**config.mk**
```make
export PLATFORM = sky130hd
export DESIGN_NAME = windowSequencer_flat
export DESIGN_NICKNAME = d
export VERILOG_FILES = /design/src/verilog/convGeometryPkg.sv /design/src/verilog/convIfs.sv /design/src/verilog/windowSequencer.sv /design/src/flat_wrapper.sv
export VERILOG_INCLUDE_DIRS = /design/src /design/src/include
export SDC_FILE = /design/constraint.sdc
export NUM_CORES = 1
export LEC_CHECK = 0
export BUFFER_PORTS_ARGS = -buffer_cell sky130_fd_sc_hd__buf_2
export CORE_UTILIZATION = 41
export DETAILED_ROUTE_END_ITERATION = 12
export GPL_TIMING_DRIVEN = 0
export SLEW_MARGIN = 30
export SYNTH_ARGS = -nofsm -noshare
export SYNTH_HDL_FRONTEND = slang
export SYNTH_SLANG_ARGS = --single-unit
```
**constraint.sdc**
```tcl
create_clock -name clkIn -period 8.2 [get_ports clkIn]
set_input_delay 1.23 -clock clkIn [delete_from_list [all_inputs] [get_ports clkIn]]
set_output_delay 1.23 -clock clkIn [all_outputs]
set_load 0.01 [all_outputs]
```
**src/include/convAccel_settings.svh**
```systemverilog
`ifndef CONV_ACCEL_SETTINGS_SVH
`define CONV_ACCEL_SETTINGS_SVH

// Bits per matrix element
`define CONV_SAMPLE_WIDTH 16

// Accumulator and result width
`define CONV_ACC_WIDTH 40

// Largest row or column count of either matrix
`define CONV_MAX_DIM 64

// Elements held by each operand memory
`define CONV_MEM_DEPTH 4096

// Element address width, log2 of the memory depth
`define CONV_ADDR_WIDTH 12

// Result FIFO entries
`define CONV_FIFO_DEPTH 16

`endif

```
**src/verilog/convGeometryPkg.sv**
```systemverilog
`default_nettype none

`include "convAccel_settings.svh"

package convGeometryPkg;

    // Row or column count, wide enough to hold CONV_MAX_DIM itself
    typedef logic [$clog2(`CONV_MAX_DIM):0] dimT;

    // Element address inside one operand memory
    typedef logic [`CONV_ADDR_WIDTH-1:0] elemAddrT;

    // Host address, top bit selects data (0) or filter (1)
    typedef logic [`CONV_ADDR_WIDTH:0] hostAddrT;

    // Window sequencer states
    typedef enum logic [1:0] {
        IDLE,
        INIT,
        CALC
    } seqStateT;

endpackage

`default_nettype wire

```
**src/verilog/convIfs.sv**
```systemverilog
`default_nettype none

`include "convAccel_settings.svh"

// Read requests from the window sequencer to the operand memories
interface opReadIf;
    import convGeometryPkg::*;

    logic     readEn;
    elemAddrT dataAddr;
    elemAddrT filtAddr;
    logic     last;

    modport seq (
        output readEn,
        output dataAddr,
        output filtAddr,
        output last
    );

    modport store (
        input readEn,
        input dataAddr,
        input filtAddr,
        input last
    );

endinterface


`default_nettype wire

```
**src/verilog/windowSequencer.sv**
```systemverilog
`default_nettype none

`include "convAccel_settings.svh"

module windowSequencer (
    input  wire                       clkIn,
    input  wire                       rstIn,
    input  wire                       startIn,
    input  wire convGeometryPkg::dimT filtRowsIn,
    input  wire convGeometryPkg::dimT filtColsIn,
    input  wire convGeometryPkg::dimT dataRowsIn,
    input  wire convGeometryPkg::dimT dataColsIn,
    input  wire                       room,
    opReadIf.seq                      rd
);
    import convGeometryPkg::*;

    seqStateT stateQ;

    // Dimensions captured at start
    dimT filtRowsQ;
    dimT filtColsQ;
    dimT dataRowsQ;
    dimT dataColsQ;

    // Last index of each counter, set up in INIT
    dimT filtRowLastQ;
    dimT filtColLastQ;
    dimT outRowLastQ;
    dimT outColLastQ;

    // Nested index counters, filter column innermost
    dimT filtColQ;
    dimT filtRowQ;
    dimT outColQ;
    dimT outRowQ;

    logic issue;
    logic windowLast;
    logic runLast;

    elemAddrT dataRowIdx;
    elemAddrT dataColIdx;

    assign issue      = (stateQ == CALC) && room;
    assign windowLast = (filtColQ == filtColLastQ) && (filtRowQ == filtRowLastQ);
    assign runLast    = windowLast && (outColQ == outColLastQ) && (outRowQ == outRowLastQ);

    always_ff @(posedge clkIn) begin
        if (stateQ == IDLE && startIn) begin
            filtRowsQ <= filtRowsIn;
            filtColsQ <= filtColsIn;
            dataRowsQ <= dataRowsIn;
            dataColsQ <= dataColsIn;
        end
    end

    // Valid convolution extents
    always_ff @(posedge clkIn) begin
        if (stateQ == INIT) begin
            filtRowLastQ <= filtRowsQ - 1'b1;
            filtColLastQ <= filtColsQ - 1'b1;
            outRowLastQ  <= dataRowsQ - filtRowsQ;
            outColLastQ  <= dataColsQ - filtColsQ;
        end
    end

    always_ff @(posedge clkIn) begin
        if (rstIn) begin
            stateQ   <= IDLE;
            filtColQ <= '0;
            filtRowQ <= '0;
            outColQ  <= '0;
            outRowQ  <= '0;
        end else begin
            case (stateQ)
                IDLE: begin
                    if (startIn) begin
                        stateQ <= INIT;
                    end
                end
                INIT: begin
                    filtColQ <= '0;
                    filtRowQ <= '0;
                    outColQ  <= '0;
                    outRowQ  <= '0;
                    stateQ   <= CALC;
                end
                CALC: begin
                    // Counters hold while the FIFO lacks room
                    if (issue) begin
                        if (filtColQ != filtColLastQ) begin
                            filtColQ <= filtColQ + 1'b1;
                        end else begin
                            filtColQ <= '0;
                            if (filtRowQ != filtRowLastQ) begin
                                filtRowQ <= filtRowQ + 1'b1;
                            end else begin
                                filtRowQ <= '0;
                                if (outColQ != outColLastQ) begin
                                    outColQ <= outColQ + 1'b1;
                                end else begin
                                    outColQ <= '0;
                                    if (outRowQ != outRowLastQ) begin
                                        outRowQ <= outRowQ + 1'b1;
                                    end else begin
                                        outRowQ <= '0;
                                    end
                                end
                            end
                        end
                        if (runLast) begin
                            stateQ <= IDLE;
                        end
                    end
                end
                default: begin
                    stateQ <= IDLE;
                end
            endcase
        end
    end

    // Window origin plus filter offset, in data coordinates
    assign dataRowIdx = elemAddrT'(outRowQ) + elemAddrT'(filtRowQ);
    assign dataColIdx = elemAddrT'(outColQ) + elemAddrT'(filtColQ);

    assign rd.readEn   = issue;
    assign rd.dataAddr = dataRowIdx * elemAddrT'(dataColsQ) + dataColIdx;
    assign rd.filtAddr = elemAddrT'(filtRowQ) * elemAddrT'(filtColsQ) + elemAddrT'(filtColQ);
    assign rd.last     = windowLast;

endmodule

`default_nettype wire

```
**src/flat_wrapper.sv**
```systemverilog
// flat-port wrapper written by rule: the top's interface ports become plain ports
module windowSequencer_flat import convGeometryPkg::*;
  (clkIn, rstIn, startIn, filtRowsIn, filtColsIn, dataRowsIn, dataColsIn, room, rd_readEn, rd_dataAddr, rd_filtAddr, rd_last);
  opReadIf rd_i ();
  input  wire clkIn;
  input  wire rstIn;
  input  wire startIn;
  input  wire convGeometryPkg::dimT filtRowsIn;
  input  wire convGeometryPkg::dimT filtColsIn;
  input  wire convGeometryPkg::dimT dataRowsIn;
  input  wire convGeometryPkg::dimT dataColsIn;
  input  wire room;
  output wire logic [$bits(rd_i.readEn)-1:0] rd_readEn;
  output wire logic [$bits(rd_i.dataAddr)-1:0] rd_dataAddr;
  output wire logic [$bits(rd_i.filtAddr)-1:0] rd_filtAddr;
  output wire logic [$bits(rd_i.last)-1:0] rd_last;
  assign rd_readEn = rd_i.readEn;
  assign rd_dataAddr = rd_i.dataAddr;
  assign rd_filtAddr = rd_i.filtAddr;
  assign rd_last = rd_i.last;
  windowSequencer u_core (.clkIn(clkIn), .rstIn(rstIn), .startIn(startIn), .filtRowsIn(filtRowsIn), .filtColsIn(filtColsIn), .dataRowsIn(dataRowsIn), .dataColsIn(dataColsIn), .room(room), .rd(rd_i));
endmodule
```
* After elaboration in Yosys (flattened, before gate mapping)
Cells that the tools add are included.
Storage, ports and cells: output and inout bits 26, register bits after elaboration 86, word-level logic and storage cells 77
Cells by class: equality and inequality tests 16, add/subtract/negate cells 12, $mul 2, muxes and demuxes 22, reductions and logical operators 12
Operators with widths (number):
- $mux W7 | 14
- $pmux W7 S2 | 4
- $add A7 B1 Y7 const B | 4
- $eq A7 B7 Y1 | 4
- $ne A7 B7 Y1 | 4
- $add A7 B7 Y8 | 2
- $sub A7 B1 Y7 const B | 2
- $sub A7 B7 Y7 | 2
- $add A12 B12 Y12 | 1
- $add A12 B7 Y12 | 1
- $mul A12 B7 Y12 | 1
- $mul A7 B7 Y12 | 1
- $ne A2 B2 Y1 const B | 5
- $mux W2 | 3
- $pmux W2 S3 | 1
- $reduce_and A3 Y1 | 2
- $logic_and A1 B1 Y1 | 5
- $reduce_and A5 Y1 | 1
- $reduce_and A4 Y1 | 1
- $eq A2 B1 Y1 const B | 1
- $eq A2 B2 Y1 const B | 1
- $logic_not A2 Y1 | 1
- $ne A2 B1 Y1 const B | 1
- $reduce_and A2 Y1 | 1
- $reduce_bool A2 Y1 | 1

* Longest topological paths before layout
Gate-level depths: netlist of run 1.
word-level depth 7, mapped depth 21, gate-level depth less buffers 21

* Least setup slack after synthesis of run 1
No wires, ideal clock.
kind reg-to-output, start point register u_core.outRowQ[0], end point output port rd_dataAddr[11], path buffers 0, stages on the path, launching flop included 20, arrival time 5.014 ns, data required time 6.970 ns, slack 1.956 ns, cells stage by stage dfxtp_1 > ha_1 > fa_1 > a21oi_1 > nor2b_1 > nor2_1 > xnor2_1 > nand2_1 > fa_1 > fa_1 > inv_1 > fa_1 > inv_1 > fa_1 > inv_1 > ha_1 > o21a_1 > o41ai_1 > o21ai_0 > xor2_1
On the way: longest elaborated chain between the ends 3
RTL lines:
- start: declaration | RTL line windowSequencer.sv:36 | dimT outRowQ;
- start signal: assignment | RTL line windowSequencer.sv:105 | outRowQ <= outRowQ + 1'b1;
- $add A7 B7 Y8 | RTL line windowSequencer.sv:125 | assign dataRowIdx = elemAddrT'(outRowQ) + elemAddrT'(filtRowQ);
- $mul A12 B7 Y12 | RTL line windowSequencer.sv:129 | assign rd.dataAddr = dataRowIdx * elemAddrT'(dataColsQ) + dataColIdx;
- $add A12 B12 Y12 | RTL line windowSequencer.sv:129
- end: declaration | RTL line flat_wrapper.sv:14 | output wire logic [$bits(rd_i.dataAddr)-1:0] rd_dataAddr;
No other way between the ends.

* Final worst setup path of run 1
Same ends and word-level chain as after synthesis.

==> flow_metrics.env, run 1 <==
export IMPL_max_freq_ghz=0.1391
export IMPL_cts_htree_levels=3
export IMPL_drt_pass1_iterations=4
export IMPL_synth_common_cells="125 x inv_1, 83 x ha_1, 69 x fa_1, 67 x xnor2_1, 61 x and2_1"
export IMPL_layout_area_overhead_vs_synth_pct=11.97
export IMPL_vias_in_the_first_global_route=5178
export IMPL_ctsRootBufferMaster="clkbuf_16"
export IMPL_num_fill_cells=1815
export IMPL_synthesis_area_um2=7869
export IMPL_dpl_cell_area_um2=8501
export IMPL_post_synth_main_area_contributors="edfxtp_1 21%, fa_1 18%, ha_1 13%"
export IMPL_port_buffers=57
export IMPL_cts_tree="done"
export IMPL_synthesis_area_per_instance_um2=10.08
export IMPL_min_period_ps=7190
export IMPL_maximum_fanout_along_the_worst_path=7
export IMPL_grt_first_pass_wirelength_um=24860
export IMPL_numClockSinks=86
export IMPL_hold_violations=0
export IMPL_run_status="finished clean"
export IMPL_finClkSkew_ps=10.89
export IMPL_synth_top_area_cell="edfxtp_1"
export IMPL_first_iter_violations=213
export IMPL_tns_ps=0
export IMPL_synth_enable_flop_cells=56
export IMPL_num_io_pins=58
export IMPL_synthesis_yosys_warnings=0
export IMPL_hold_ws_ps=580.8
export IMPL_setup_violations=0
export IMPL_grt_setup_unrepaired="false"
export IMPL_power_density_nw_per_um2=127.1
export IMPL_routed_wire_per_std_cell_um=13.03
export IMPL_die_height_um=140.5
export IMPL_floorplan_initialDensity_pct=41.93
export IMPL_post_cts_resized_instances=0
export IMPL_num_rows=50
export IMPL_dp_final_hpwl_um=11710
export IMPL_detail_route_drc_violations=0
export IMPL_antenna_cells=0
export IMPL_timing_worst_setup_path_type="reg -> out"
export IMPL_worst_endpoint_arrival_ps=5960
export IMPL_clock_insertion_delay_worst_skew_ps=340
export IMPL_dieArea_um2=19750
export IMPL_vdd_ir_drop_worst_mv=0.1290
export IMPL_yosysUniqueCellTypes=49
export IMPL_layout_drive_gt1_share_pct=11.54
export IMPL_coreArea_um2=18770
export IMPL_final_instance_area_um2=8811
export IMPL_dieWidth_um=140.5
export IMPL_synth_seq_area_share_pct=29.00
export IMPL_avgViaCountPerCell=4.764
export IMPL_yosys_register_bits=86
export IMPL_timing_worst_slew_pin_value_ps=588.4
export IMPL_multi_input_area_um2=5050
export IMPL_p_leak_nw=4.308
export IMPL_globalRoute_totalOverflow=0
export IMPL_path_clk_slew_ps=60
export IMPL_dominantRegCellSynth="edfxtp_1"
export IMPL_nNetsFinal=1037
export IMPL_holdBufCountCts=0
export IMPL_cts_made_buffers=9
export IMPL_ant_nets=0
export IMPL_hp_class="reg -> reg"
export IMPL_worst_setup_path_start_kind="flop"
export IMPL_routed_wl_um=14230
export IMPL_synth_async_reset_ratio_pct=0
export IMPL_normalized_max_slew_margin_pct=60.64
export IMPL_critical_path_required_ps=6970
export IMPL_grt_antenna_before_repair=0
export IMPL_area_sequential_um2=2282
export IMPL_track_usage_pct=15.86
export IMPL_synthDominantCellAreaShare_pct=21.37
export IMPL_max_cap_violations=0
export IMPL_post_cts_buffers=0
export IMPL_most_repeated_cell_in_the_gate_level_netlist_after_synthesis="inv_1"
export IMPL_syn_num_nets=965
export IMPL_via_count=5202
export IMPL_layout_worst_path_cycle_share_pct=87.68
export IMPL_gp_routability_congestion=0.7995
export IMPL_grt_max_degree=19
export IMPL_final_max_slew_violation_count=0
export IMPL_cts_max_path_bufs=2
export IMPL_netlist_instances=781
export IMPL_critical_path_endpoint_type="output pin"
cells by family after synthesis:
group	share of synthesized area, %
AO/OA/AOI/OAI	5.263
XOR/XNOR	12.08
adder cells (fa/ha/maj)	30.75
buffers and inverters	6.980
flip-flops	29.00
multiplexers	0.2544
AND/OR/NAND/NOR	15.66
per-stage QoR:
| step | worst slack, ps | total power [mW] | utilization (%) | std cells |
|---|---|---|---|---|
| 5_1_grt | 663.3 | 1.178 | 46.95 | 1092 |
| 6_report | 1010 | 1.120 | 46.95 | 1092 |
| 3_5_place_dp | 1369 | 0.7096 | 45.29 | 1076 |
| 4_1_cts | 968.4 | 1.138 | 46.95 | 1092 |
| 3_3_place_gp | 1364 | 0.7061 | 45.01 | 1072 |
| 2_1_floorplan | 1956 | 0.6526 | - | 781 |
worst paths after layout:
| kind | start | slack (ps) | endpoint | cells after the start |
|---|---|---|---|---|
| hold reg to reg | u_core.outColQ[6]$_SDFFE_PP0P_ | 580 | u_core.outColQ[6]$_SDFFE_PP0P_ | 2 |
| hold / removal | u_core.outColQ[6]$_SDFFE_PP0P_ | 580 | u_core.outColQ[6]$_SDFFE_PP0P_ | 2 |
| setup reg to reg | u_core.dataColsQ[0]$_DFFE_PP_ | 5860 | u_core.outColLastQ[6]$_DFFE_PP_ | 10 |
| setup / recovery | u_core.outRowQ[0]$_SDFFE_PP0P_ | 1010 | rd_dataAddr[11] | 20 |
sequential cells by signal (all words and copies together), names as in the netlist:
name,cells
u_core.outColQ,7
u_core.dataColsQ,7
u_core.filtColsQ,7
u_core.outRowQ,7
u_core.dataRowsQ,7
u_core.filtColQ,7
u_core.filtColLastQ,7
u_core.filtRowLastQ,7
u_core.outRowLastQ,7
u_core.filtRowQ,7
u_core.filtRowsQ,7
u_core.outColLastQ,7
u_core.stateQ,2
layout make-up:
cell class / count / area share [%]
multi-input cells: 553 / 57.31
repair buffers: 61 / 3.706
flip-flops and latches: 86 / 25.90
plain buffers: 17 / 0.9088
well taps: 234 / 3.323
inverters: 125 / 5.325
clock inverters: 4 / 0.5964
clock buffers: 12 / 2.925
placed cells by master (no fill, tap or decap), drive strengths merged, types with 23 or more instances in the layout:
master	count
dfxtp	30
nor2	41
nand2	51
a21oi	27
and2	62
xor2	39
ha	83
xnor2	67
edfxtp	56
inv	126
buf	67
clkbuf	23
fa	69
worst max-delay path, stage by stage (launching register included):
cell and delay [ps]:
dfxtp_1 390, ha_1 270, fa_1 450, a21oi_1 210, nor2b_1 70, nor2_1 110, xnor2_1 290, nand2_1 150
fa_1 490, fa_1 490, inv_1 60, fa_1 520, inv_1 50, fa_1 530, inv_1 40, ha_1 320
o21a_1 140, o41ai_1 480, o21ai_0 230, xor2_1 170, buf_2 150
per-layer routing:
layer  wire length (µm)  vias to the layer above  GRT usage, %  part of all wire (%)
met5                  0                        -             0                     0
met2               6901                       68         27.37                    49
met3                384                       11         2.735                   2.7
li1                   -                     2664             -                     -
met1               6817                     2459         20.84                    48
met4                125                        0         3.375                  0.88
power breakdown:
group / total, mW / internal (mW) / switching [mW] / leakage, nW
Sequential: 0.515 / 0.494 / 0.0213 / 0.769
Clock: 0.422 / 0.256 / 0.167 / 0.152
Combinational: 0.182 / 0.0812 / 0.101 / 3.39
(Power assumes the default switching activity.)
==> inputs of run 2 (changes only) <==
--- a/config.mk
+++ b/config.mk
@@ -6,10 +6,13 @@
 export SDC_FILE = /design/constraint.sdc
 export NUM_CORES = 1
 export LEC_CHECK = 0
+export ABC_AREA = 1
 export BUFFER_PORTS_ARGS = -buffer_cell sky130_fd_sc_hd__buf_2
-export CORE_UTILIZATION = 41
+export CAP_MARGIN = 5
+export CORE_UTILIZATION = 58
 export DETAILED_ROUTE_END_ITERATION = 12
 export GPL_TIMING_DRIVEN = 0
+export PLACE_DENSITY = 0.77
 export SLEW_MARGIN = 30
 export SYNTH_ARGS = -nofsm -noshare
 export SYNTH_HDL_FRONTEND = slang
==> run 2 against run 1 <==
Against the previous run: critical path depth rose by 6; clock power barely moved; design area rose by 4.2%; non-clock buffer count rose by 1; sequential share of layout area fell by 1.0 points; largest power group unchanged.
==> flow_metrics.env, run 2 <==
export IMPL_routed_wl_um=16520
export IMPL_path_common_cell="nand2_1"
export IMPL_dieArea_um2=14810
export IMPL_max_cap_violations=0
export IMPL_detail_route_drc_violations=0
export IMPL_synthDominantCellAreaShare_pct=20.23
export IMPL_ctsRootBufferMaster="clkbuf_16"
export IMPL_top_usage_layer="met2"
export IMPL_timing_critical_path_depth=26
export IMPL_worst_setup_path_start_kind="flop"
export IMPL_globalRoute_totalOverflow=0
export IMPL_port_buffers=57
export IMPL_detailedPlace_worstSlack_ps=1610
export IMPL_ant_nets=0
export IMPL_holdBufCountCts=0
export IMPL_grt_max_degree=17
export IMPL_grt_util_met3_pct=3.511
export IMPL_post_cts_resized_instances=0
export IMPL_routed_wire_per_std_cell_um=13.46
export IMPL_layout_drive_gt1_share_pct=10.41
export IMPL_dieWidth_um=121.7
export IMPL_synth_async_reset_ratio_pct=0
export IMPL_synth_seq_area_share_pct=27.46
export IMPL_holdCritStartpoint="u_core.stateQ[0]$_SDFFE_PP0P_"
export IMPL_num_fill_cells=1128
export IMPL_layout_worst_path_cycle_share_pct=85.31
export IMPL_r2r_slack_ps=5750
export IMPL_rr_worst_depth=9
export IMPL_grt_first_pass_wirelength_um=27840
export IMPL_hp_class="reg -> reg"
export IMPL_worst_setup_path_startpoint="u_core.outRowQ[0]$_SDFFE_PP0P_"
export IMPL_netlist_instances=970
export IMPL_hold_violations=0
export IMPL_path_clk_slew_ps=70
export IMPL_num_io_pins=58
export IMPL_cts_htree_levels=3
export IMPL_power_total_mw=1.251
export IMPL_hold_ws_ps=484.0
export IMPL_min_period_ps=6996
export IMPL_cp_top_family="adder cells"
export IMPL_max_freq_ghz=0.1429
export IMPL_critical_path_endpoint_type="output pin"
export IMPL_die_height_um=121.7
export IMPL_timing_worst_setup_path_type="reg -> out"
export IMPL_final_cell_mix="212 x inv_1, 182 x nand2_1, 83 x ha_1, 69 x fa_1, 68 x nor2_1"
export IMPL_timing_worst_slew_pin_value_ps=624.0
export IMPL_cts_made_buffers=9
export IMPL_power_density_nw_per_um2=136.3
export IMPL_synth_enable_flop_cells=56
export IMPL_yosys_register_bits=86
export IMPL_p_leak_nw=4.787
export IMPL_grt_met1_usage_pct=32.55
export IMPL_setup_violations=0
export IMPL_numClockSinks=86
export IMPL_dominantRegCellSynth="edfxtp_1"
export IMPL_max_stage_delay_ps=550
export IMPL_final_common_cell="inv_1"
export IMPL_num_rows=43
export IMPL_cts_tree="done"
export IMPL_via_count=6299
export IMPL_clock_insertion_delay_worst_skew_ps=350
export IMPL_worst_hold_path_depth=1
export IMPL_globalRouteMet2Util_pct=39.67
export IMPL_tns_ps=0
export IMPL_first_iter_violations=496
export IMPL_yosysUniqueCellTypes=41
export IMPL_rr_endpoint="u_core.outColLastQ[6]$_DFFE_PP_"
export IMPL_final_max_slew_violation_count=0
export IMPL_drt_pass1_iterations=5
export IMPL_coreArea_um2=13930
export IMPL_critical_path_n_buffers_inverters=4
export IMPL_track_usage_pct=24.21
export IMPL_dp_final_hpwl_um=13680
export IMPL_post_cts_buffers=0
export IMPL_grt_setup_unrepaired="false"
export IMPL_critPathCapture="rd_dataAddr[10]"
export IMPL_synth_common_cells="212 x inv_1, 182 x nand2_1, 83 x ha_1, 69 x fa_1, 69 x nor2_1"
export IMPL_grt_antenna_before_repair=0
export IMPL_synthesis_area_um2=8312
export IMPL_antenna_cells=0
export IMPL_finalWorstSetupSlack_ps=1204
export IMPL_floorplan_initialDensity_pct=59.65
export IMPL_synthesis_area_per_instance_um2=8.569
export IMPL_avgViaCountPerCell=5.134
export IMPL_syn_num_nets=1154
export IMPL_vias_in_the_first_global_route=5987
export IMPL_gp_routability_congestion=0.8572
export IMPL_maximum_fanout_along_the_worst_path=7
export IMPL_vdd_ir_drop_worst_mv=0.1509
export IMPL_worst_endpoint_arrival_ps=5770
export IMPL_post_synth_main_area_contributors="edfxtp_1 20%, fa_1 17%, ha_1 12%"
export IMPL_critPathSlowestCell="fa_1"
export IMPL_layout_area_overhead_vs_synth_pct=10.45
export IMPL_r2r_start="u_core.dataColsQ[0]$_DFFE_PP_"
export IMPL_synthesis_yosys_warnings=0
export IMPL_finClkSkew_ps=13.86
export IMPL_critical_path_required_ps=6970
export IMPL_run_status="finished clean"
export IMPL_cts_max_path_bufs=2
export IMPL_normalized_max_slew_margin_pct=58.17
export IMPL_synth_top_area_cell="edfxtp_1"
export IMPL_most_repeated_cell_in_the_gate_level_netlist_after_synthesis="inv_1"
export IMPL_nNetsFinal=1226
## run 2: cell types whose count changed after synthesis, moves of 8 or more
| cell | previous run | this run |
|---|---|---|
| a21oi_1 | 26 | 40 |
| nor3_1 | 7 | 18 |
| nand3_1 | 14 | 40 |
| inv_1 | 125 | 212 |
| and3_1 | 10 | 0 |
| nor2_1 | 38 | 69 |
| xor2_1 | 39 | 57 |
| xnor2_1 | 67 | 31 |
| nand2_1 | 51 | 182 |
| and2_1 | 61 | 0 |
| nor2b_1 | 8 | 0 |
## run 2: layer usage
layer	vias to the layer above	routed length, µm
met5	-	0
met4	0	427
met3	32	787
met2	150	7951
met1	2959	7349
li1	3158	-
## run 2: worst min path at each step
stage | endpoint | slack (ps)
global route | u_core.stateQ[0]$_SDFFE_PP0P_ | 500
finish | u_core.stateQ[0]$_SDFFE_PP0P_ | 480
CTS | u_core.stateQ[0]$_SDFFE_PP0P_ | 480
floorplan | u_core.stateQ[0]$_SDFFE_PP0P_ | 420
global placement | u_core.stateQ[0]$_SDFFE_PP0P_ | 430
detailed placement | u_core.stateQ[0]$_SDFFE_PP0P_ | 470
## run 2: cell families after synthesis
family,after synthesis,synth area share [%]
and+or+nand+nor,338,17.57
buffers and inverters,231,11.03
adders and majority gates,152,29.11
xor gates and xnor gates,90,9.664
DFF,86,27.46
AOI/OAI and AO/OA,73,5.163
## run 2: layout make-up
| cell class | count | area [µm²] | area share [%] |
|---|---|---|---|
| buffer | 18 | 117.6 | 1.281 |
| clock buffer | 9 | 225.2 | 2.453 |
| clock inverter | 7 | 78.83 | 0.8587 |
| inverter | 213 | 799.5 | 8.709 |
| multi-input combinational | 653 | 5125 | 55.83 |
| sequential | 86 | 2282 | 24.86 |
| tap | 180 | 225.2 | 2.453 |
| timing repair buffer | 61 | 326.6 | 3.557 |
## run 2: metrics by stage
step	cell area (µm²)	cells	utilization, %
floorplan	8312	970	-
global placement	8822	1207	63.31
detailed placement	8876	1211	63.70
CTS	9180	1227	65.88
global route	9180	1227	65.88
finish	9180	1227	65.88
## run 2: worst reg2reg max path: stages (launching register included)
cell      delay [ps]
edfxtp_1         330
clkbuf_1         330
inv_1            140
ha_1             260
fa_1             460
o21ai_0          300
a21oi_1          110
nor2_1           100
nor2_1            60
xor2_1           130
## run 2: where the power goes
group | total (mW) | switching, mW | internal (mW)
combinational | 0.297 | 0.184 | 0.113
sequential | 0.531 | 0.0259 | 0.505
clock | 0.423 | 0.183 | 0.240
total | 1.25 | 0.393 | 0.858
==> inputs of run 3 (changes only) <==
--- a/config.mk
+++ b/config.mk
@@ -9,10 +9,10 @@
 export ABC_AREA = 1
 export BUFFER_PORTS_ARGS = -buffer_cell sky130_fd_sc_hd__buf_2
 export CAP_MARGIN = 5
-export CORE_UTILIZATION = 58
+export CORE_UTILIZATION = 56
 export DETAILED_ROUTE_END_ITERATION = 12
 export GPL_TIMING_DRIVEN = 0
-export PLACE_DENSITY = 0.77
+export PLACE_DENSITY_LB_ADDON = 0.3
 export SLEW_MARGIN = 30
 export SYNTH_ARGS = -nofsm -noshare
 export SYNTH_HDL_FRONTEND = slang
==> constraint.sdc (replaced) <==
create_clock -name clkIn -period 5.8 [get_ports clkIn]
set_input_delay 0.87 -clock clkIn [delete_from_list [all_inputs] [get_ports clkIn]]
set_output_delay 0.87 -clock clkIn [all_outputs]
set_load 0.01 [all_outputs]
==> run 3 against run 2 <==
Against the previous run: the flow now finishes with violations (setup timing); critical path depth is 2 lower; wire length rose by 1.8%; die area grew 3.5%; first-iteration DRC count fell by 4.6%; non-clock buffer count rose by 16; critical path type unchanged; highest routed layer unchanged.
==> flow_metrics.env, run 3 (synthesized netlist as in run 2, its figures left out) <==
export IMPL_run_status="finished, violations left"
export IMPL_failed_checks="setup timing"
export IMPL_coreArea_um2=14530
export IMPL_combPwrFrac_pct=24.6
export IMPL_globalRoute_totalOverflow=0
export IMPL_p_sw_share_pct=31.15
export IMPL_dp_final_hpwl_um=13070
export IMPL_finClkSkew_ps=8.927
export IMPL_timing_critical_path_depth=24
export IMPL_gp_routability_congestion=0.8702
export IMPL_layout_area_overhead_vs_synth_pct=15.51
export IMPL_critical_path_cell_chain="ha_4 > fa_2 > nand2_2 > nand2_2 > nand2_2 > xor2_2 > buf_4 > nand2_2 > fa_1 > fa_1 > inv_1 > fa_1 > inv_2 > fa_1 > inv_2 > ha_4 > a21oi_2 > nand2_2 > a21oi_2 > nor2_1 > o21ai_1 > nand2_1 > xor2_1 > buf_2"
export IMPL_avgViaCountPerCell=5.119
export IMPL_routed_wl_um=16810
export IMPL_power_frac_seq_pct=42.4
export IMPL_ctsRootBufferMaster="clkbuf_16"
export IMPL_grt_max_degree=23
export IMPL_nNetsFinal=1242
export IMPL_cts_tree="done"
export IMPL_power_frac_clock_pct=33.0
export IMPL_p_leak_nw=4.876
export IMPL_normalized_max_slew_margin_pct=60.27
export IMPL_routed_wire_per_std_cell_um=13.48
export IMPL_drt_pass1_iterations=5
export IMPL_via_count=6383
export IMPL_rr_endpoint="u_core.outColLastQ[6]$_DFFE_PP_"
export IMPL_cp_top_family="adder cells"
export IMPL_track_usage_pct=23.61
export IMPL_globalRouteMet2Util_pct=37.78
export IMPL_final_max_slew_violation_count=0
export IMPL_path_clk_slew_ps=70
export IMPL_max_cap_violations=0
export IMPL_multi_input_area_um2=5386
export IMPL_maximum_fanout_along_the_worst_path=5
export IMPL_total_switching_power_mw=0.5524
export IMPL_die_height_um=123.8
export IMPL_numClockSinks=86
export IMPL_cts_made_buffers=9
export IMPL_max_stage_delay_ps=530
export IMPL_area_sequential_um2=2303
export IMPL_power_total_mw=1.773
export IMPL_layout_worst_path_cycle_share_pct=103.2
export IMPL_worst_setup_path_startpoint="u_core.filtRowQ[0]$_SDFFE_PP0P_"
export IMPL_grt_setup_unrepaired="true"
export IMPL_worst_setup_path_start_kind="flop"
export IMPL_grt_antenna_before_repair=0
export IMPL_path_common_cell="nand2_2"
export IMPL_power_internal_mw=1.221
export IMPL_num_fill_cells=1183
export IMPL_vdd_ir_drop_worst_mv=0.1863
export IMPL_clock_insertion_delay_worst_skew_ps=350
export IMPL_top_usage_layer="met2"
export IMPL_critical_path_endpoint_type="output pin"
export IMPL_dieArea_um2=15330
export IMPL_grt_met1_usage_pct=32.94
export IMPL_port_buffers=57
export IMPL_timing_worst_slew_pin_value_ps=592.7
export IMPL_vias_in_the_first_global_route=5953
export IMPL_detail_route_drc_violations=0
export IMPL_finalWorstSetupSlack_ps=-185.0
export IMPL_dieWidth_um=123.8
export IMPL_critPathSlowestCell="fa_1"
export IMPL_final_cell_mix="202 x inv_1, 171 x nand2_1, 73 x ha_1, 68 x fa_1, 59 x nor2_1"
export IMPL_layout_drive_gt1_share_pct=17.59
export IMPL_max_freq_ghz=0.1671
export IMPL_timing_worst_setup_path_type="reg -> out"
export IMPL_antenna_cells=0
export IMPL_num_io_pins=58
export IMPL_setup_violations=4
export IMPL_ant_nets=0
export IMPL_critPathCapture="rd_dataAddr[9]"
export IMPL_grt_first_pass_wirelength_um=27960
export IMPL_floorplan_initialDensity_pct=57.19
export IMPL_grt_util_met3_pct=2.656
export IMPL_hold_violations=0
export IMPL_r2r_slack_ps=3350
export IMPL_r2r_start="u_core.dataColsQ[0]$_DFFE_PP_"
export IMPL_hp_class="reg -> reg"
export IMPL_cts_max_path_bufs=2
export IMPL_power_density_nw_per_um2=184.7
export IMPL_min_period_ps=5985
export IMPL_num_rows=44
export IMPL_first_iter_violations=473
export IMPL_critical_path_n_buffers_inverters=5
export IMPL_rr_worst_depth=9
export IMPL_final_core_util_pct=66.06
export IMPL_final_common_cell="inv_1"
export IMPL_critical_path_required_ps=4930
export IMPL_worst_endpoint_arrival_ps=5110
export IMPL_cts_htree_levels=3
run 3: cell types whose count changed in the layout (fill, tap and decap cells not counted), sizes merged:
| cell | delta |
|---|---|
| clkinv | -1 |
| buf | +17 |
| clkinvlp | +2 |
| clkbuf | -1 |
| inv | -1 |
run 3: through the flow:
stage,setup WS (ps),hold WS [ps],setup TNS (ps),std cells,area (µm²)
5_1_grt,-383.5,492.4,-1311,1247,9600
4_1_cts,-49.03,469.0,-55.40,1244,9519
6_report,-185.0,471.1,-368.9,1247,9600
2_1_floorplan,85.84,419.2,0,970,8312
3_3_place_gp,-439.8,433.0,-1429,1211,8827
3_5_place_dp,-408.8,461.4,-1474,1215,8894
run 3: worst min path at each step:
stage | cells past startpoint | end | from | slack, ps
after CTS | 1 | u_core.stateQ[0]$_SDFFE_PP0P_ | u_core.stateQ[0]$_SDFFE_PP0P_ | 470
after detailed placement | 1 | u_core.stateQ[0]$_SDFFE_PP0P_ | u_core.stateQ[0]$_SDFFE_PP0P_ | 460
after floorplan | 1 | u_core.stateQ[0]$_SDFFE_PP0P_ | u_core.stateQ[0]$_SDFFE_PP0P_ | 420
after global placement | 1 | u_core.stateQ[0]$_SDFFE_PP0P_ | u_core.stateQ[0]$_SDFFE_PP0P_ | 430
final | 1 | u_core.stateQ[0]$_SDFFE_PP0P_ | u_core.stateQ[0]$_SDFFE_PP0P_ | 470
after global routing | 1 | u_core.stateQ[0]$_SDFFE_PP0P_ | u_core.stateQ[0]$_SDFFE_PP0P_ | 490
run 3: layout make-up:
cell class	count	area share (%)
Clock inverter	7	0.7429
Timing Repair Buffer	78	4.900
Inverter	213	8.328
Buffer	17	1.186
Sequential cell	86	23.99
Tap cell	184	2.398
Multi-Input combinational cell	653	56.11
Clock buffer	9	2.346
run 3: timing repair:
item / CTS / global route
gates resized for setup: 60 / 16
setup buffers: 14 / 4
endpoints found under the setup margin: 6 / 6
pin swaps: 40 / 19
hold buffers: 0 / 0
run 3: metal layers:
| metal | up-vias | wire (µm) |
|---|---|---|
| li1 | 3193 | - |
| met1 | 2992 | 7570 |
| met2 | 170 | 7999 |
| met3 | 28 | 818 |
| met4 | 0 | 420 |
| met5 | - | 0 |
run 3: power by group through the flow:
stage | Clock (mW) | Combinational (mW) | Sequential (mW)
after floorplan | 0 | 0.305 | 0.753
after global routing | 0.618 | 0.498 | 0.757
after detailed placement | 0 | 0.417 | 0.764
after CTS | 0.593 | 0.437 | 0.750
final | 0.585 | 0.436 | 0.752
after global placement | 0 | 0.398 | 0.764
